[config.mk]
export PLATFORM = sky130hd
export DESIGN_NAME = blit_ctrl_top
export DESIGN_NICKNAME = d
export VERILOG_FILES = /design/src/blit_pkg.sv /design/src/blit_cmd_if.sv /design/src/blit_addr_update.sv /design/src/blit_ctrl_top.sv /design/src/blit_inner.sv /design/src/blit_outer.sv /design/src/blit_regs.sv
export SDC_FILE = /design/constraint.sdc
export NUM_CORES = 1
export LEC_CHECK = 0
export BUFFER_PORTS_ARGS = -buffer_cell sky130_fd_sc_hd__buf_2
export CORE_ASPECT_RATIO = 0.9
export CORE_MARGIN = 5
export CORE_UTILIZATION = 50
export DETAILED_ROUTE_END_ITERATION = 8
export GPL_TIMING_DRIVEN = 0
export PLACE_DENSITY = 0.69
export SLEW_MARGIN = 20
export SYNTH_ARGS = -nofsm -noshare
export SYNTH_HDL_FRONTEND = slang
export SYNTH_SLANG_ARGS = --single-unit
[constraint.sdc]
create_clock -name sys_clk -period 5.11 [get_ports sys_clk]
set_clock_uncertainty 0.2 [all_clocks]
set_input_delay 0.2555 -clock sys_clk [delete_from_list [all_inputs] [get_ports sys_clk]]
set_output_delay 0.2555 -clock sys_clk [all_outputs]
set_load 0.02 [all_outputs]
[src/blit_pkg.sv]
// Shared widths, register map, command bits and FSM encoding for the blitter control
`default_nettype none

package blit_pkg;

	// Bus and field widths
	localparam int ADDR_W = 3;
	localparam int DATA_W = 32;
	localparam int CNT_W  = 16;
	localparam int PTR_W  = 24;
	localparam int STAT_W = 16;

	typedef logic [ADDR_W-1:0] reg_addr_t;
	typedef logic [DATA_W-1:0] reg_data_t;
	typedef logic [CNT_W-1:0]  cnt_t;
	typedef logic [PTR_W-1:0]  ptr_t;
	typedef logic [STAT_W-1:0] stat_t;

	// Register offsets
	localparam reg_addr_t REG_CMD      = 3'd0;
	localparam reg_addr_t REG_COUNT    = 3'd1;
	localparam reg_addr_t REG_A1_BASE  = 3'd2;
	localparam reg_addr_t REG_A1_STEP  = 3'd3;
	localparam reg_addr_t REG_A1_FSTEP = 3'd4;
	localparam reg_addr_t REG_A2_BASE  = 3'd5;
	localparam reg_addr_t REG_A2_STEP  = 3'd6;

	// Command word bit positions
	localparam int CMD_NOGO   = 7;
	localparam int CMD_UPDA1F = 8;
	localparam int CMD_UPDA1  = 9;
	localparam int CMD_UPDA2  = 10;
	localparam int CMD_BUSHI  = 29;

	// Status word bit positions, all other bits read as zero
	localparam int STAT_IDLE  = 11;
	localparam int STAT_INNER = 12;
	localparam int STAT_A1F   = 13;
	localparam int STAT_A1    = 14;
	localparam int STAT_A2    = 15;

	// Outer loop sequencer states
	typedef enum logic [2:0] {
		OST_IDLE,
		OST_INNER,
		OST_A1F,
		OST_A1,
		OST_A2
	} outer_state_t;

endpackage

`default_nettype wire

[src/blit_cmd_if.sv]
// Decoded command fields passed from the register block to the outer sequencer
`timescale 1ns/1ps
`default_nettype none

interface blit_cmd_if;

	// One cycle start pulse
	logic go;

	// Row update selects
	logic upda1f;
	logic upda1;
	logic upda2;

	// High priority bus request select
	logic bushi;

	// Register block drives every field
	modport regs (
		output go,
		output upda1f,
		output upda1,
		output upda2,
		output bushi
	);

	// Sequencer only samples them
	modport seq (
		input go,
		input upda1f,
		input upda1,
		input upda2,
		input bushi
	);

endinterface

`default_nettype wire

[src/blit_addr_update.sv]
// A1 and A2 pointer registers, loaded from their bases and stepped between rows
`timescale 1ns/1ps
`default_nettype none

module blit_addr_update import blit_pkg::*; (
	input  wire logic sys_clk,
	input  wire logic resetl,
	input  wire logic a1_load,
	input  wire logic a2_load,
	input  wire ptr_t a1_base,
	input  wire ptr_t a1_step,
	input  wire ptr_t a1_fstep,
	input  wire ptr_t a2_base,
	input  wire ptr_t a2_step,
	input  wire logic a1fupdate,
	input  wire logic a1update,
	input  wire logic a2update,
	output ptr_t      a1_ptr,
	output ptr_t      a2_ptr
);

	// Next pointer values
	ptr_t a1_nxt;
	ptr_t a2_nxt;

	always_comb begin
		a1_nxt = a1_ptr;
		// Base write takes priority over any step
		if (a1_load)
			a1_nxt = a1_base;
		else if (a1fupdate)
			a1_nxt = a1_ptr + a1_fstep;
		else if (a1update)
			a1_nxt = a1_ptr + a1_step;
	end

	always_comb begin
		a2_nxt = a2_ptr;
		if (a2_load)
			a2_nxt = a2_base;
		else if (a2update)
			a2_nxt = a2_ptr + a2_step;
	end

	// Sums wrap at the pointer width
	always_ff @(posedge sys_clk) begin
		if (!resetl) begin
			a1_ptr <= '0;
			a2_ptr <= '0;
		end else begin
			a1_ptr <= a1_nxt;
			a2_ptr <= a2_nxt;
		end
	end

endmodule

`default_nettype wire

[src/blit_ctrl_top.sv]
// Blitter control top level, joins register decode, sequencer, pixel counter and pointer unit
`timescale 1ns/1ps
`default_nettype none

module blit_ctrl_top import blit_pkg::*; (
	input  wire logic      sys_clk,
	input  wire logic      resetl,
	input  wire logic      reg_wr,
	input  wire reg_addr_t reg_addr,
	input  wire reg_data_t reg_wdata,
	input  wire logic      stat_rd,
	output stat_t          stat_data,
	input  wire logic      bus_active,
	input  wire logic      stopped,
	output logic [1:0]     blit_breq,
	output logic           blit_int,
	output ptr_t           a1_ptr,
	output ptr_t           a2_ptr
);

	blit_cmd_if cmd_bus ();

	// Register block to sequencer, pixel counter and pointer unit
	cnt_t outer_count;
	cnt_t inner_count;
	logic count_ld;
	ptr_t a1_base;
	ptr_t a1_step;
	ptr_t a1_fstep;
	ptr_t a2_base;
	ptr_t a2_step;
	logic a1_load;
	logic a2_load;

	// Sequencer handshakes
	logic instart;
	logic indone;
	logic a1fupdate;
	logic a1update;
	logic a2update;

	blit_regs u_regs (
		.sys_clk(sys_clk), .resetl(resetl), .reg_wr(reg_wr), .reg_addr(reg_addr),
		.reg_wdata(reg_wdata), .cmd(cmd_bus.regs), .outer_count(outer_count),
		.inner_count(inner_count), .count_ld(count_ld), .a1_base(a1_base),
		.a1_step(a1_step), .a1_fstep(a1_fstep), .a2_base(a2_base), .a2_step(a2_step),
		.a1_load(a1_load), .a2_load(a2_load)
	);

	blit_outer u_outer (
		.sys_clk(sys_clk), .resetl(resetl), .cmd(cmd_bus.seq), .outer_count(outer_count),
		.count_ld(count_ld), .indone(indone), .bus_active(bus_active), .stopped(stopped),
		.stat_rd(stat_rd), .instart(instart), .a1fupdate(a1fupdate), .a1update(a1update),
		.a2update(a2update), .blit_int(blit_int), .blit_breq(blit_breq),
		.stat_data(stat_data)
	);

	blit_inner u_inner (
		.sys_clk(sys_clk), .resetl(resetl), .instart(instart),
		.inner_count(inner_count), .indone(indone)
	);

	blit_addr_update u_addr (
		.sys_clk(sys_clk), .resetl(resetl), .a1_load(a1_load), .a2_load(a2_load),
		.a1_base(a1_base), .a1_step(a1_step), .a1_fstep(a1_fstep), .a2_base(a2_base),
		.a2_step(a2_step), .a1fupdate(a1fupdate), .a1update(a1update),
		.a2update(a2update), .a1_ptr(a1_ptr), .a2_ptr(a2_ptr)
	);

endmodule

`default_nettype wire

[src/blit_inner.sv]
// Inner loop pixel counter, loaded at each row start, flags the last pixel of the row
`timescale 1ns/1ps
`default_nettype none

module blit_inner import blit_pkg::*; (
	input  wire logic sys_clk,
	input  wire logic resetl,
	input  wire logic instart,
	input  wire cnt_t inner_count,
	output logic      indone
);

	// Remaining pixels including the current one
	cnt_t icount;
	logic running;

	// Last pixel when one remains
	assign indone = running && (icount == cnt_t'(1));

	always_ff @(posedge sys_clk) begin
		if (!resetl) begin
			icount  <= '0;
			running <= 1'b0;
		end else begin
			if (instart) begin
				// Reload wins even on the last pixel of the previous row
				icount  <= inner_count;
				running <= 1'b1;
			end else if (indone) begin
				// Hold here until the sequencer starts another row
				running <= 1'b0;
			end else if (running) begin
				icount <= icount - 1'b1;
			end
		end
	end

	// Row end only inside a row that was started or was already counting
	indone_in_row: assert property (@(posedge sys_clk) disable iff (!resetl)
		indone |-> running && $past(instart || running))
		else $error("indone outside a running row");

endmodule

`default_nettype wire

[src/blit_outer.sv]
// Outer loop sequencer: row counting, update chain between rows, status, bus request, interrupt
`timescale 1ns/1ps
`default_nettype none

module blit_outer import blit_pkg::*; (
	input  wire logic  sys_clk,
	input  wire logic  resetl,
	blit_cmd_if.seq    cmd,
	input  wire cnt_t  outer_count,
	input  wire logic  count_ld,
	input  wire logic  indone,
	input  wire logic  bus_active,
	input  wire logic  stopped,
	input  wire logic  stat_rd,
	output logic       instart,
	output logic       a1fupdate,
	output logic       a1update,
	output logic       a2update,
	output logic       blit_int,
	output logic [1:0] blit_breq,
	output stat_t      stat_data
);

	outer_state_t state;
	outer_state_t state_nxt;
	cnt_t         ocount;
	logic         outer0;
	logic         no_upd;
	logic         idle_free;
	logic         idled;
	logic         breq_on;
	stat_t        stat_word;

	assign outer0 = (ocount == '0);
	assign no_upd = !cmd.upda1f && !cmd.upda1 && !cmd.upda2;

	// Update strobes are the update states themselves
	assign a1fupdate = (state == OST_A1F);
	assign a1update  = (state == OST_A1);
	assign a2update  = (state == OST_A2);

	// Row start from idle, back to back rows, or last update of the chain
	assign instart = ((state == OST_IDLE) && cmd.go) ||
		((state == OST_INNER) && indone && !outer0 && no_upd) ||
		((state == OST_A1) && !cmd.upda2) ||
		(state == OST_A2);

	always_comb begin
		state_nxt = state;
		case (state)
			OST_IDLE: begin
				if (cmd.go)
					state_nxt = OST_INNER;
			end
			OST_INNER: begin
				// Pick the first selected update, else stay for the next row
				if (indone) begin
					if (outer0)
						state_nxt = OST_IDLE;
					else if (cmd.upda1f)
						state_nxt = OST_A1F;
					else if (cmd.upda1)
						state_nxt = OST_A1;
					else if (cmd.upda2)
						state_nxt = OST_A2;
				end
			end
			// Fractional step is always paired with the integer step
			OST_A1F: state_nxt = OST_A1;
			OST_A1:  state_nxt = cmd.upda2 ? OST_A2 : OST_INNER;
			OST_A2:  state_nxt = OST_INNER;
			default: state_nxt = OST_IDLE;
		endcase
	end

	always_ff @(posedge sys_clk) begin
		if (!resetl) begin
			state  <= OST_IDLE;
			ocount <= '0;
			idled  <= 1'b1;
		end else begin
			state <= state_nxt;
			// Count write wins over a row start
			if (count_ld)
				ocount <= outer_count;
			else if (instart)
				ocount <= ocount - 1'b1;
			idled <= idle_free;
		end
	end

	// Interrupt on entry to idle with the bus released
	assign idle_free = (state == OST_IDLE) && !bus_active;
	assign blit_int  = idle_free && !idled;

	// Request while busy or bus still held, suppressed when stopped
	assign breq_on   = ((state != OST_IDLE) || bus_active) && !stopped;
	assign blit_breq = {breq_on && cmd.bushi, breq_on && !cmd.bushi};

	always_comb begin
		stat_word             = '0;
		stat_word[STAT_IDLE]  = (state == OST_IDLE);
		stat_word[STAT_INNER] = (state == OST_INNER);
		stat_word[STAT_A1F]   = a1fupdate;
		stat_word[STAT_A1]    = a1update;
		stat_word[STAT_A2]    = a2update;
	end

	assign stat_data = stat_rd ? stat_word : '0;

	// Pointer unit expects a single update per cycle
	upd_onehot: assert property (@(posedge sys_clk) disable iff (!resetl)
		$onehot0({a1fupdate, a1update, a2update}))
		else $error("more than one update strobe");

	// A1F never ends a chain
	no_start_in_a1f: assert property (@(posedge sys_clk) disable iff (!resetl)
		!(instart && (state == OST_A1F)))
		else $error("row start during A1F update");

endmodule

`default_nettype wire

[src/blit_regs.sv]
// Host write decode for the blitter: command fields, go pulse, counts, pointer bases and steps
`timescale 1ns/1ps
`default_nettype none

module blit_regs import blit_pkg::*; (
	input  wire logic      sys_clk,
	input  wire logic      resetl,
	input  wire logic      reg_wr,
	input  wire reg_addr_t reg_addr,
	input  wire reg_data_t reg_wdata,
	blit_cmd_if.regs       cmd,
	output cnt_t           outer_count,
	output cnt_t           inner_count,
	output logic           count_ld,
	output ptr_t           a1_base,
	output ptr_t           a1_step,
	output ptr_t           a1_fstep,
	output ptr_t           a2_base,
	output ptr_t           a2_step,
	output logic           a1_load,
	output logic           a2_load
);

	// Per register write enables
	logic cmd_wr;
	logic count_wr;
	logic a1_base_wr;
	logic a2_base_wr;

	assign cmd_wr     = reg_wr && (reg_addr == REG_CMD);
	assign count_wr   = reg_wr && (reg_addr == REG_COUNT);
	assign a1_base_wr = reg_wr && (reg_addr == REG_A1_BASE);
	assign a2_base_wr = reg_wr && (reg_addr == REG_A2_BASE);

	// Command bits and the strobes
	always_ff @(posedge sys_clk) begin
		if (!resetl) begin
			cmd.go     <= 1'b0;
			cmd.upda1f <= 1'b0;
			cmd.upda1  <= 1'b0;
			cmd.upda2  <= 1'b0;
			cmd.bushi  <= 1'b0;
			count_ld   <= 1'b0;
			a1_load    <= 1'b0;
			a2_load    <= 1'b0;
		end else begin
			// A command with nogo set only updates the fields
			cmd.go <= cmd_wr && !reg_wdata[CMD_NOGO];
			if (cmd_wr) begin
				cmd.upda1f <= reg_wdata[CMD_UPDA1F];
				cmd.upda1  <= reg_wdata[CMD_UPDA1];
				cmd.upda2  <= reg_wdata[CMD_UPDA2];
				cmd.bushi  <= reg_wdata[CMD_BUSHI];
			end
			count_ld <= count_wr;
			a1_load  <= a1_base_wr;
			a2_load  <= a2_base_wr;
		end
	end

	// Count and pointer value registers
	always_ff @(posedge sys_clk) begin
		if (count_wr) begin
			// Upper half is rows, lower half pixels
			outer_count <= reg_wdata[2*CNT_W-1:CNT_W];
			inner_count <= reg_wdata[CNT_W-1:0];
		end
		if (a1_base_wr)
			a1_base <= reg_wdata[PTR_W-1:0];
		if (reg_wr && (reg_addr == REG_A1_STEP))
			a1_step <= reg_wdata[PTR_W-1:0];
		if (reg_wr && (reg_addr == REG_A1_FSTEP))
			a1_fstep <= reg_wdata[PTR_W-1:0];
		if (a2_base_wr)
			a2_base <= reg_wdata[PTR_W-1:0];
		if (reg_wr && (reg_addr == REG_A2_STEP))
			a2_step <= reg_wdata[PTR_W-1:0];
	end

	// Host must space command writes so a start is a single pulse
	go_single_cycle: assert property (@(posedge sys_clk) disable iff (!resetl)
		cmd.go |=> !cmd.go)
		else $error("go held for two cycles");

endmodule

`default_nettype wire

==> summary.txt, run 1 <==
Outcome
  • Outcome: complete, no violations

Setup path
  • Type of origin of the critical path: register
  • Setup Crit Path Kind: register to register
  • Max FO, Critical Path: 10
  • Cell Chain, Critical Path: clkbuf_1, nand2b_1, clkbuf_1, nor2_4, clkbuf_2, mux2_2, ha_1, a21oi_1, nor3_1, a211oi_1, o21ai_0, a2111oi_1, or4_1, o211ai_1
  • CP peak stage delay: 560 ps
  • CP required: 5310 ps
  • CP most frequent cell: clkbuf_1
  • Worst Setup End Kind: register
  • Crit-path slowest cell: a2111oi_1
  • Worst Path Arrival: 4910 ps

STA
  • Endpoints failing hold: 0
  • Max Clock Freq: 212 MHz
  • RSZ-0062 raised after global routing: false
  • Final period util: 92.2%
  • Min Tclk post-route: 4710 ps
  • Setup tns final: 0 ps
  • Final setup vio count: 0
  • Slew HR: 31.7%
  • Hold Slack: 4.15 ps
  • Max Slew Vio Count: 0
  • Transition time of the tightest slew-check pin: 1030 ps

Clock network
  • CTS max path bufs: 3
  • Clock Sinks: 245
  • Clock tree from TritonCTS: done
  • TritonCTS buffer count: 26
  • Later-pin clock latency in the skew report: 540 ps
  • H-tree levels: 1
  • Clk slew on worst S/H paths: 70 ps
  • Clk root buf: clkbuf_16

Layout
  • Post-layout util: 60.8%
  • Commonest non-fill, non-tap cell in the layout: edfxtp_1
  • Ant diodes: 0
  • Fill cells: 1,921
  • Final #Nets: 1,352
  • Most frequent cells in the layout: edfxtp_1, a21oi_1, buf_2, dfxtp_1, nand2_1
  • Layout Area Growth over Synthesis: 20.1%
  • Ratio of cells with drive above 1 in the final layout: 16.2%

Die
  • Die area: 0.0268 mm2
  • Die height: 156 um
  • Core area: 0.0233 mm2
  • I/O pin count: 108
  • FP Rows: 53
  • Initial core utilization: 50.6%
  • Die width: 172 um

Placed design
  • # port buffers: 95
  • Detailed Place HPWL: 23.5 mm
  • Placer Congestion: 0.896

Synth
  • Ys Warns: 0
  • Post-synthesis cell type count: 73
  • Async SR Flop Fraction: 0%
  • Post-synth EDFFs: 152
  • Main synth FF type: edfxtp_1
  • Gate count of the mapped netlist: 1,080
  • Top cells by area, synth: edfxtp_1, dfxtp_1, ha_1
  • Post-synthesis sequential area ratio: 54.4%
  • Yosys top cell by area: edfxtp_1
  • Share of the synthesized area in the top cell type: 38.6%
  • Cell Area, Synth: 0.0118 mm2
  • Syn Area/Cell: 10.9 um2
  • Synth Register Bits: 245

Detailed routing
  • Post-Route WL: 33.0 mm
  • Antenna-violating nets left: 0
  • # DRC: 0
  • Vias: 9,257
  • DRT iter0 DRCs: 868
  • Routed len/inst: 20.9 um
  • Vias per inst: 5.86
  • Detailed Routing Iterations Pass 1: 5

Power
  • Power density over the cells: 317 mW/mm2
  • Power Total: 4510 uW
  • Worst-case vdd ir drop: 0.284 mV
  • Static Leak: 0.00543 uW

GRT
  • GRT Total Usage: 24.3%
  • GRT overflow: 0
  • Vias in the first global route: 8,890
  • Pin count of the biggest net entering global routing: 21
  • First-pass GRT wire length: 50.5 mm
  • Initial antenna violation count: 1

Hold path
  • Min-delay worst type: input port to register

Flow run
  • Max-capacitance violation count: 0
[final timing paths]
check                                                   start                             end  slack, ps  cells past startpoint
worst max-delay path            u_outer.state[1]$_SDFFE_PN0P_  u_addr.a1_ptr[21]$_SDFFE_PN0P_        400                     14
worst min-delay path                                   reg_wr       u_regs.a2_load$_SDFF_PN0_          4                      3
worst max register to register  u_outer.state[1]$_SDFFE_PN0P_  u_addr.a1_ptr[21]$_SDFFE_PN0P_        400                     14
worst min register to register    u_regs.a1_base[3]$_DFFE_PP_   u_addr.a1_ptr[3]$_SDFFE_PN0P_        280                      1
[synth_stat cells, types with 13 or more instances]
cell,number
edfxtp_1,152
a21oi_1,99
dfxtp_1,93
nand2_1,82
nor2_1,77
o21ai_0,67
ha_1,52
clkbuf_1,45
xnor2_1,38
a211oi_1,29
nor3_1,25
mux2_2,24
a21o_1,20
and3_1,19
inv_1,19
nand3_1,19
xor2_1,18
a31oi_1,13
[power by group]
part	internal, uW	leakage, uW	switching, uW	total [uW]
sequential	2160	0.00213	25.5	2180
clock	1220	0.000455	786	2010
combinational	120	0.00284	195	315
total	3500	0.00543	1010	4510
[layout make-up]
type | count | area (um2) | area share, %
Timing Repair Buffer | 139 | 988 | 6.96
Clock buffer | 36 | 748 | 5.27
Tap cell | 302 | 378 | 2.66
Buffer | 60 | 277 | 1.95
Sequential cell | 245 | 6430 | 45.3
Multi-Input combinational cell | 764 | 5130 | 36.1
Inverter | 21 | 78.8 | 0.555
Clock inverter | 12 | 173 | 1.22
[logic make-up after synthesis]
kind of cell | share of synthesized area (%)
AO/OA/AOI/OAI | 16.9
XOR/XNOR | 4.15
adder cells (fa/ha/maj) | 5.84
buffers and inverters | 3.00
flip-flops | 54.4
multiplexers | 2.96
other | 0.0317
AND/OR/NAND/NOR | 12.7
[metrics by stage]
stage | setup slack (ps) | std cells | area [um2]
3_5_place_dp | -270 | 1495 | 12900
2_1_floorplan | 1130 | 1090 | 11900
5_1_grt | 80.8 | 1579 | 14200
4_1_cts | 175 | 1579 | 14200
6_report | 400 | 1579 | 14200
3_3_place_gp | -263 | 1487 | 12700
[timing repair]
item / CTS / global route
hold buffers: 36 / 0
hold endpoints to repair: 160 / 0
buffers inserted: 0 / 0
gates resized for setup: 2 / 2
setup endpoints to repair: 3 / 2
[worst max-delay path, delay by kind of cell, from the launching register on]
| kind | cells | cell delay, ps |
|---|---|---|
| AOI/OAI and AO/OA | 5 | 1710 |
| adders and majority gates | 1 | 320 |
| buffers and inverters | 3 | 930 |
| DFF | 1 | 300 |
| muxes | 1 | 390 |
| and+or+nand+nor | 4 | 710 |
[registers in the layout, summed over array words and instances (netlist names), 24 cells and up]
name,count
u_regs.a1_step,24
u_regs.a1_fstep,24
u_regs.a2_base,24
u_regs.a1_base,24
u_addr.a1_ptr,24
u_regs.a2_step,24
u_addr.a2_ptr,24
[routing by layer]
| layer | vias up | global-route usage, % | wire (um) |
|---|---|---|---|
| met5 | - | 0 | 0 |
| met4 | 0 | 6.51 | 837 |
| met1 | 4496 | 36.6 | 15400 |
| li1 | 4415 | - | - |
| met2 | 297 | 37.8 | 14900 |
| met3 | 49 | 2.53 | 1860 |
No activity file was read; power rests on OpenSTA's default activity.
==> run 2: changes to the inputs <==
--- a/config.mk
+++ b/config.mk
@@ -5,13 +5,13 @@
 export SDC_FILE = /design/constraint.sdc
 export NUM_CORES = 1
 export LEC_CHECK = 0
-export BUFFER_PORTS_ARGS = -buffer_cell sky130_fd_sc_hd__buf_2
 export CORE_ASPECT_RATIO = 0.9
 export CORE_MARGIN = 5
 export CORE_UTILIZATION = 50
 export DETAILED_ROUTE_END_ITERATION = 8
+export DONT_BUFFER_PORTS = 1
 export GPL_TIMING_DRIVEN = 0
-export PLACE_DENSITY = 0.69
+export PLACE_DENSITY = 0.65
 export SLEW_MARGIN = 20
 export SYNTH_ARGS = -nofsm -noshare
 export SYNTH_HDL_FRONTEND = slang
==> summary.txt, run 2 (synthesis gave the netlist of run 1 again) <==
Outcome
  • Outcome: complete, no violations

Detailed routing
  • Antenna-violating nets left: 0
  • # DRC: 0
  • Routed len/inst: 22.4 um
  • DRT iter0 DRCs: 819
  • Detailed Routing Iterations Pass 1: 5
  • Vias: 9,022
  • Post-Route WL: 33.4 mm
  • Vias per inst: 6.05

Die
  • Core area: 0.0233 mm2
  • Die width: 172 um
  • I/O pin count: 108
  • FP Rows: 53
  • Die height: 156 um
  • Initial core utilization: 50.6%
  • Die area: 0.0268 mm2

STA
  • Setup tns final: 0 ps
  • Transition time of the tightest slew-check pin: 1050 ps
  • Endpoints failing hold: 0
  • Max Clock Freq: 208 MHz
  • Max Slew Vio Count: 0
  • Slew HR: 30.3%
  • Min Tclk post-route: 4810 ps
  • Final setup vio count: 0
  • Final period util: 94.2%

Layout
  • Most frequent cells in the layout: edfxtp_1, a21oi_1, dfxtp_1, nand2_1, nor2_1
  • Ratio of cells with drive above 1 in the final layout: 9.69%
  • Final #Nets: 1,261
  • Commonest non-fill, non-tap cell in the layout: edfxtp_1
  • Layout Area Growth over Synthesis: 16.7%
  • Finished Layout Cells: 1,491

Clock network
  • Later-pin clock latency in the skew report: 540 ps
  • Setup Buffers After CTS: 0
  • Clk root buf: clkbuf_16
  • Clk slew on worst S/H paths: 60 ps
  • Clock tree from TritonCTS: done
  • CTS max path bufs: 3
  • H-tree levels: 1
  • Clock Sinks: 245
  • TritonCTS buffer count: 27

Setup path
  • Worst Path Arrival: 5010 ps
  • Critical Path Stages: 14
  • CP required: 5300 ps
  • Origin of the critical flop-to-flop path: u_outer.state[1]$_SDFFE_PN0P_
  • Worst R2R Setup Slack: 300 ps
  • CP peak stage delay: 620 ps
  • Worst Setup End Kind: register
  • CP top delay family: compound AO/OA/AOI/OAI gates
  • Crit-path slowest cell: a2111oi_1
  • Reg-to-Reg End: u_addr.a1_ptr[21]$_SDFFE_PN0P_
  • Max FO, Critical Path: 10
  • Setup Crit Path Kind: register to register
  • CP most frequent cell: clkbuf_1
  • Worst reg2reg path depth: 14
  • Cell Chain, Critical Path: clkbuf_1, nand2b_1, clkbuf_1, nor2_4, clkbuf_2, mux2_2, ha_1, a21oi_1, nor3_1, a211oi_2, o21ai_0, a2111oi_1, or4_1, o211ai_1
  • CP Buf/Inv Count: 3
  • Type of origin of the critical path: register

Power
  • Static Leak: 0.00499 uW
  • Worst-case vdd ir drop: 0.301 mV
  • Combinational share of power: 6.4%
  • Sequential power share: 48.6%
  • Sw Share: 22.2%
  • NetSw: 1000 uW
  • Cell-internal power: 3500 uW
  • Power density over the cells: 327 mW/mm2
  • Clock share of power: 45.0%
  • Power Total: 4510 uW

GRT
  • GRT Total Usage: 24.6%
  • GRT overflow: 0
  • Pin count of the biggest net entering global routing: 21
  • Vias in the first global route: 8,633
  • First-pass GRT wire length: 50.9 mm
  • Initial antenna violation count: 2

Flow run
  • Max-capacitance violation count: 0

Hold path
  • Min-delay worst type: input port to register
  • Hold path startpoint: reg_wr
  • Hold Crit Endpoint: u_regs.a1_load$_SDFF_PN0_
  • WHS Path Cells: 2

Placed design
  • Detailed Place HPWL: 23.1 mm
  • Placed insts: 1,400
  • Placer Congestion: 0.883
  • # port buffers: 0
-- run 2: per-stage QoR --
stage | setup WS (ps) | util (%) | area (um2) | hold WS, ps
after detailed placement | -348 | 53.3 | 12400 | 144
after floorplan | 1130 | - | 11900 | 132
final | 297 | 59.1 | 13800 | 27.6
after global placement | -269 | 52.4 | 12200 | 143
after CTS | 103 | 59.0 | 13800 | 21.8
after global routing | -55.7 | 59.1 | 13800 | 39.1
-- run 2: timing repair --
item / CTS / global route
endpoints found under the hold margin: 191 / 0
setup endpoints to repair: 7 / 8
hold buffers: 39 / 0
gates resized for setup: 2 / 3
-- run 2: final cells by class --
cell class | count | area [um2]
flip-flops and latches | 245 | 6430
multi-input cells | 764 | 5130
repair buffers | 47 | 551
clock buffers | 41 | 808
well taps | 302 | 378
inverters | 21 | 78.8
diodes | 2 | 5.00
fillers | 1990 | 9550
clock inverters | 9 | 133
plain buffers | 60 | 277
-- run 2: layer usage --
metal / up-vias / global-route usage, % / part of all wire [%]
li1: 4241 / - / -
met1: 4373 / 34.9 / 44
met2: 348 / 39.3 / 46
met3: 60 / 5.07 / 7.8
met4: 0 / 5.46 / 2.5
met5: - / 0 / 0
-- run 2: power groups by stage --
stage | Sequential, uW | Combinational [uW] | Clock (uW)
finish | 2190 | 287 | 2030
floorplan | 2220 | 170 | 0
global placement | 2230 | 218 | 0
detailed placement | 2230 | 232 | 0
global route | 2190 | 313 | 2140
CTS | 2190 | 286 | 2050
-- run 2: how the worst max path moves through the flow --
stage | startpoint | end | slack (ps)
floorplan | u_outer.state[1]$_SDFFE_PN0P_ | u_addr.a1_ptr[19]$_SDFFE_PN0P_ | 1130
global placement | u_outer.state[1]$_SDFFE_PN0P_ | u_addr.a1_ptr[21]$_SDFFE_PN0P_ | -270
detailed placement | u_outer.state[1]$_SDFFE_PN0P_ | u_addr.a1_ptr[21]$_SDFFE_PN0P_ | -350
CTS | u_outer.state[1]$_SDFFE_PN0P_ | u_addr.a1_ptr[21]$_SDFFE_PN0P_ | 100
global route | u_outer.state[1]$_SDFFE_PN0P_ | u_addr.a1_ptr[21]$_SDFFE_PN0P_ | -60
finish | u_outer.state[1]$_SDFFE_PN0P_ | u_addr.a1_ptr[21]$_SDFFE_PN0P_ | 300
==> run 3: changes to the inputs <==
--- a/config.mk
+++ b/config.mk
@@ -5,7 +5,7 @@
 export SDC_FILE = /design/constraint.sdc
 export NUM_CORES = 1
 export LEC_CHECK = 0
-export CORE_ASPECT_RATIO = 0.9
+export CORE_ASPECT_RATIO = 1.2
 export CORE_MARGIN = 5
 export CORE_UTILIZATION = 50
 export DETAILED_ROUTE_END_ITERATION = 8
@@ -15,4 +15,5 @@
 export SLEW_MARGIN = 20
 export SYNTH_ARGS = -nofsm -noshare
 export SYNTH_HDL_FRONTEND = slang
+export SYNTH_HIERARCHICAL = 1
 export SYNTH_SLANG_ARGS = --single-unit
==> summary.txt, run 3 <==
Synth
  • Share of the synthesized area in the top cell type: 37.4%
  • Most common library cells after synthesis: edfxtp_1, dfxtp_1, a21oi_1, nand2_1, o21ai_0
  • Ys Warns: 6
  • Gate count of the mapped netlist: 1,128
  • Count leader, synth: edfxtp_1
  • Post-synthesis sequential area ratio: 52.7%
  • Post-synth EDFFs: 152
  • Post-synthesis cell type count: 91
  • Top cells by area, synth: edfxtp_1, dfxtp_1, ha_1
  • Main synth FF type: edfxtp_1
  • Syn Area/Cell: 10.8 um2
  • Yosys top cell by area: edfxtp_1
  • Synth Register Bits: 245
  • Async SR Flop Fraction: 0%
  • Cell Area, Synth: 0.0122 mm2

Power
  • Power density over the cells: 322 mW/mm2
  • NetSw: 997 uW
  • Combinational share of power: 6.7%
  • Sequential power share: 48.3%
  • Worst-case vdd ir drop: 0.290 mV
  • Cell-internal power: 3540 uW
  • Clock share of power: 45.1%
  • Static Leak: 0.00537 uW
  • Sw Share: 22.0%

GRT
  • First-pass GRT wire length: 52.9 mm
  • Pin count of the biggest net entering global routing: 28
  • M1 GR Usage: 30.2%
  • M2 GR Usage: 41.2%
  • GRT Total Usage: 23.9%
  • GRT overflow: 0
  • Met3 Use GR: 4.67%
  • Initial antenna violation count: 3
  • Vias in the first global route: 9,379
  • GRT Max-Usage Layer: met2

Layout
  • Final #Nets: 1,309
  • Ratio of cells with drive above 1 in the final layout: 10.3%
  • Commonest non-fill, non-tap cell in the layout: edfxtp_1
  • Most frequent cells in the layout: edfxtp_1, dfxtp_1, a21oi_1, nand2_1, o21ai_0
  • Ant diodes: 0
  • Register area: 0.00643 mm2
  • Finished Layout Cells: 1,557
  • Layout Area Growth over Synthesis: 15.6%
  • Multi-input logic area: 0.00538 mm2
  • Cell area after layout: 0.0141 mm2
  • Fill cells: 2,032

Setup path
  • Max FO, Critical Path: 10
  • Type of origin of the critical path: register
  • Worst Setup End Kind: register
  • Setup Crit Path Kind: register to register
  • CP peak stage delay: 530 ps
  • CP required: 5360 ps
  • Cell Chain, Critical Path: buf_2, nor3b_1, clkbuf_1, clkbuf_2, mux2i_1, inv_1, ha_1, a211oi_2, o21bai_2, a211oi_4, a211o_2, nor2_1, or4_1, a31oi_1
  • Crit-path slowest cell: clkbuf_1
  • CP Buf/Inv Count: 4
  • CP top delay family: buffers and inverters
  • Worst Path Arrival: 5030 ps

Clock network
  • Clock Sinks: 245
  • Clock tree from TritonCTS: done
  • TritonCTS buffer count: 26
  • Clk slew on worst S/H paths: 60 ps
  • H-tree levels: 1
  • Later-pin clock latency in the skew report: 530 ps
  • CTS max path bufs: 3
  • Clk root buf: clkbuf_16
  • Setup Buffers After CTS: 0

STA
  • Setup tns final: 0 ps
  • Transition time of the tightest slew-check pin: 1030 ps
  • Final setup vio count: 0
  • Max Clock Freq: 209 MHz
  • Final period util: 93.7%
  • RSZ-0062 raised after global routing: false
  • Slew HR: 31.6%
  • Min Tclk post-route: 4790 ps
  • Endpoints failing hold: 0
  • Max Slew Vio Count: 0

Die
  • Initial core utilization: 50.9%
  • I/O pin count: 108
  • FP Rows: 62
  • Core area: 0.0240 mm2
  • Die area: 0.0276 mm2
  • Die width: 153 um
  • Die height: 181 um

Hold path
  • Min-delay worst type: input port to register

Flow run
  • Max-capacitance violation count: 0

Detailed routing
  • Vias: 9,413
  • DRT iter0 DRCs: 737
  • # DRC: 0
  • Detailed Routing Iterations Pass 1: 5
  • Routed len/inst: 21.7 um
  • Antenna-violating nets left: 0
  • Post-Route WL: 33.8 mm
  • Vias per inst: 6.05

Placed design
  • Area after DPL: 0.0127 mm2
  • Placer Congestion: 0.924
  • # port buffers: 0
  • Detailed Place HPWL: 24.0 mm
  • Placed insts: 1,468

Outcome
  • Outcome: complete, no violations
run 3: cell types whose count changed after synthesis, moves of 11 or more:
cell      previous run  this run
xnor2_1             38        17
nor2_1              77        59
a211oi_1            29        12
inv_1               19        30
a21oi_1             99        86
run 3: metrics by stage:
| stage | util [%] | setup WS, ps | total power [uW] | hold WS (ps) |
|---|---|---|---|---|
| after floorplan | - | 1180 | 2410 | 131 |
| after global placement | 52.7 | 118 | 2470 | 133 |
| after detailed placement | 53.2 | 71.1 | 2480 | 139 |
| after CTS | 58.8 | 40.9 | 4570 | 7.03 |
| after global routing | 58.8 | 39.0 | 4700 | 2.38 |
| final | 58.8 | 324 | 4540 | 13.0 |
run 3: cells by family after synthesis:
logic type / share of synthesized area [%]
and+or+nand+nor: 15.1
AOI/OAI and AO/OA: 18.1
DFF: 52.7
buffers and inverters: 3.64
adders and majority gates: 5.36
muxes: 3.19
xor gates and xnor gates: 1.94
other: 0.0308
run 3: worst reg2reg max path, cell delays in order, from the launching register on:
cell	delay, ps
dfxtp_1	360
buf_2	210
nor3b_1	400
clkbuf_1	530
clkbuf_2	440
mux2i_1	420
inv_1	90
ha_1	310
a211oi_2	280
o21bai_2	150
a211oi_4	340
a211o_2	250
nor2_1	80
or4_1	460
a31oi_1	170
run 3: metal layers:
metal | vias to the layer above | share of wire, % | wire [um]
met2 | 309 | 50 | 16800
li1 | 4469 | - | -
met3 | 73 | 7.2 | 2440
met4 | 6 | 3.0 | 1020
met1 | 4556 | 40 | 13600
met5 | - | 0.13 | 43
run 3: path summary, 6_finish.rpt:
path / startpoint / to / slack, ps / cells after the start
hold reg to reg: u_regs/a1_base[6]$_DFFE_PP_ / u_addr/a1_ptr[6]$_SDFFE_PN0P_ / 280 / 1
setup reg to reg: u_outer/state[1]$_SDFFE_PN0P_ / u_addr/a1_ptr[17]$_SDFFE_PN0P_ / 320 / 14
setup / recovery: u_outer/state[1]$_SDFFE_PN0P_ / u_addr/a1_ptr[17]$_SDFFE_PN0P_ / 320 / 14
hold / removal: resetl / u_addr/a2_ptr[10]$_SDFFE_PN0P_ / 10 / 2
run 3: power by group through the flow:
| stage | registers (uW) | clock network (uW) | logic, uW |
|---|---|---|---|
| final | 2190 | 2050 | 302 |
| after global routing | 2200 | 2170 | 328 |
| after CTS | 2190 | 2080 | 299 |
| after detailed placement | 2230 | 0 | 244 |
| after global placement | 2230 | 0 | 235 |
| after floorplan | 2220 | 0 | 186 |
run 3: layout make-up:
type                            instances  share of cell area (%)
Sequential cell                       245                    45.6
Tap cell                              320                    2.84
Clock buffer                           36                    5.32
Timing Repair Buffer                   51                    3.64
Clock inverter                         12                    1.32
Buffer                                 68                    2.31
Multi-Input combinational cell        793                    38.1
Inverter                               32                   0.852
run 3: repair_timing:
item	4_1_cts	5_1_grt
hold endpoints to repair	224	0
resized for setup	0	1
hold buffers	41	0
setup endpoints to repair	0	7
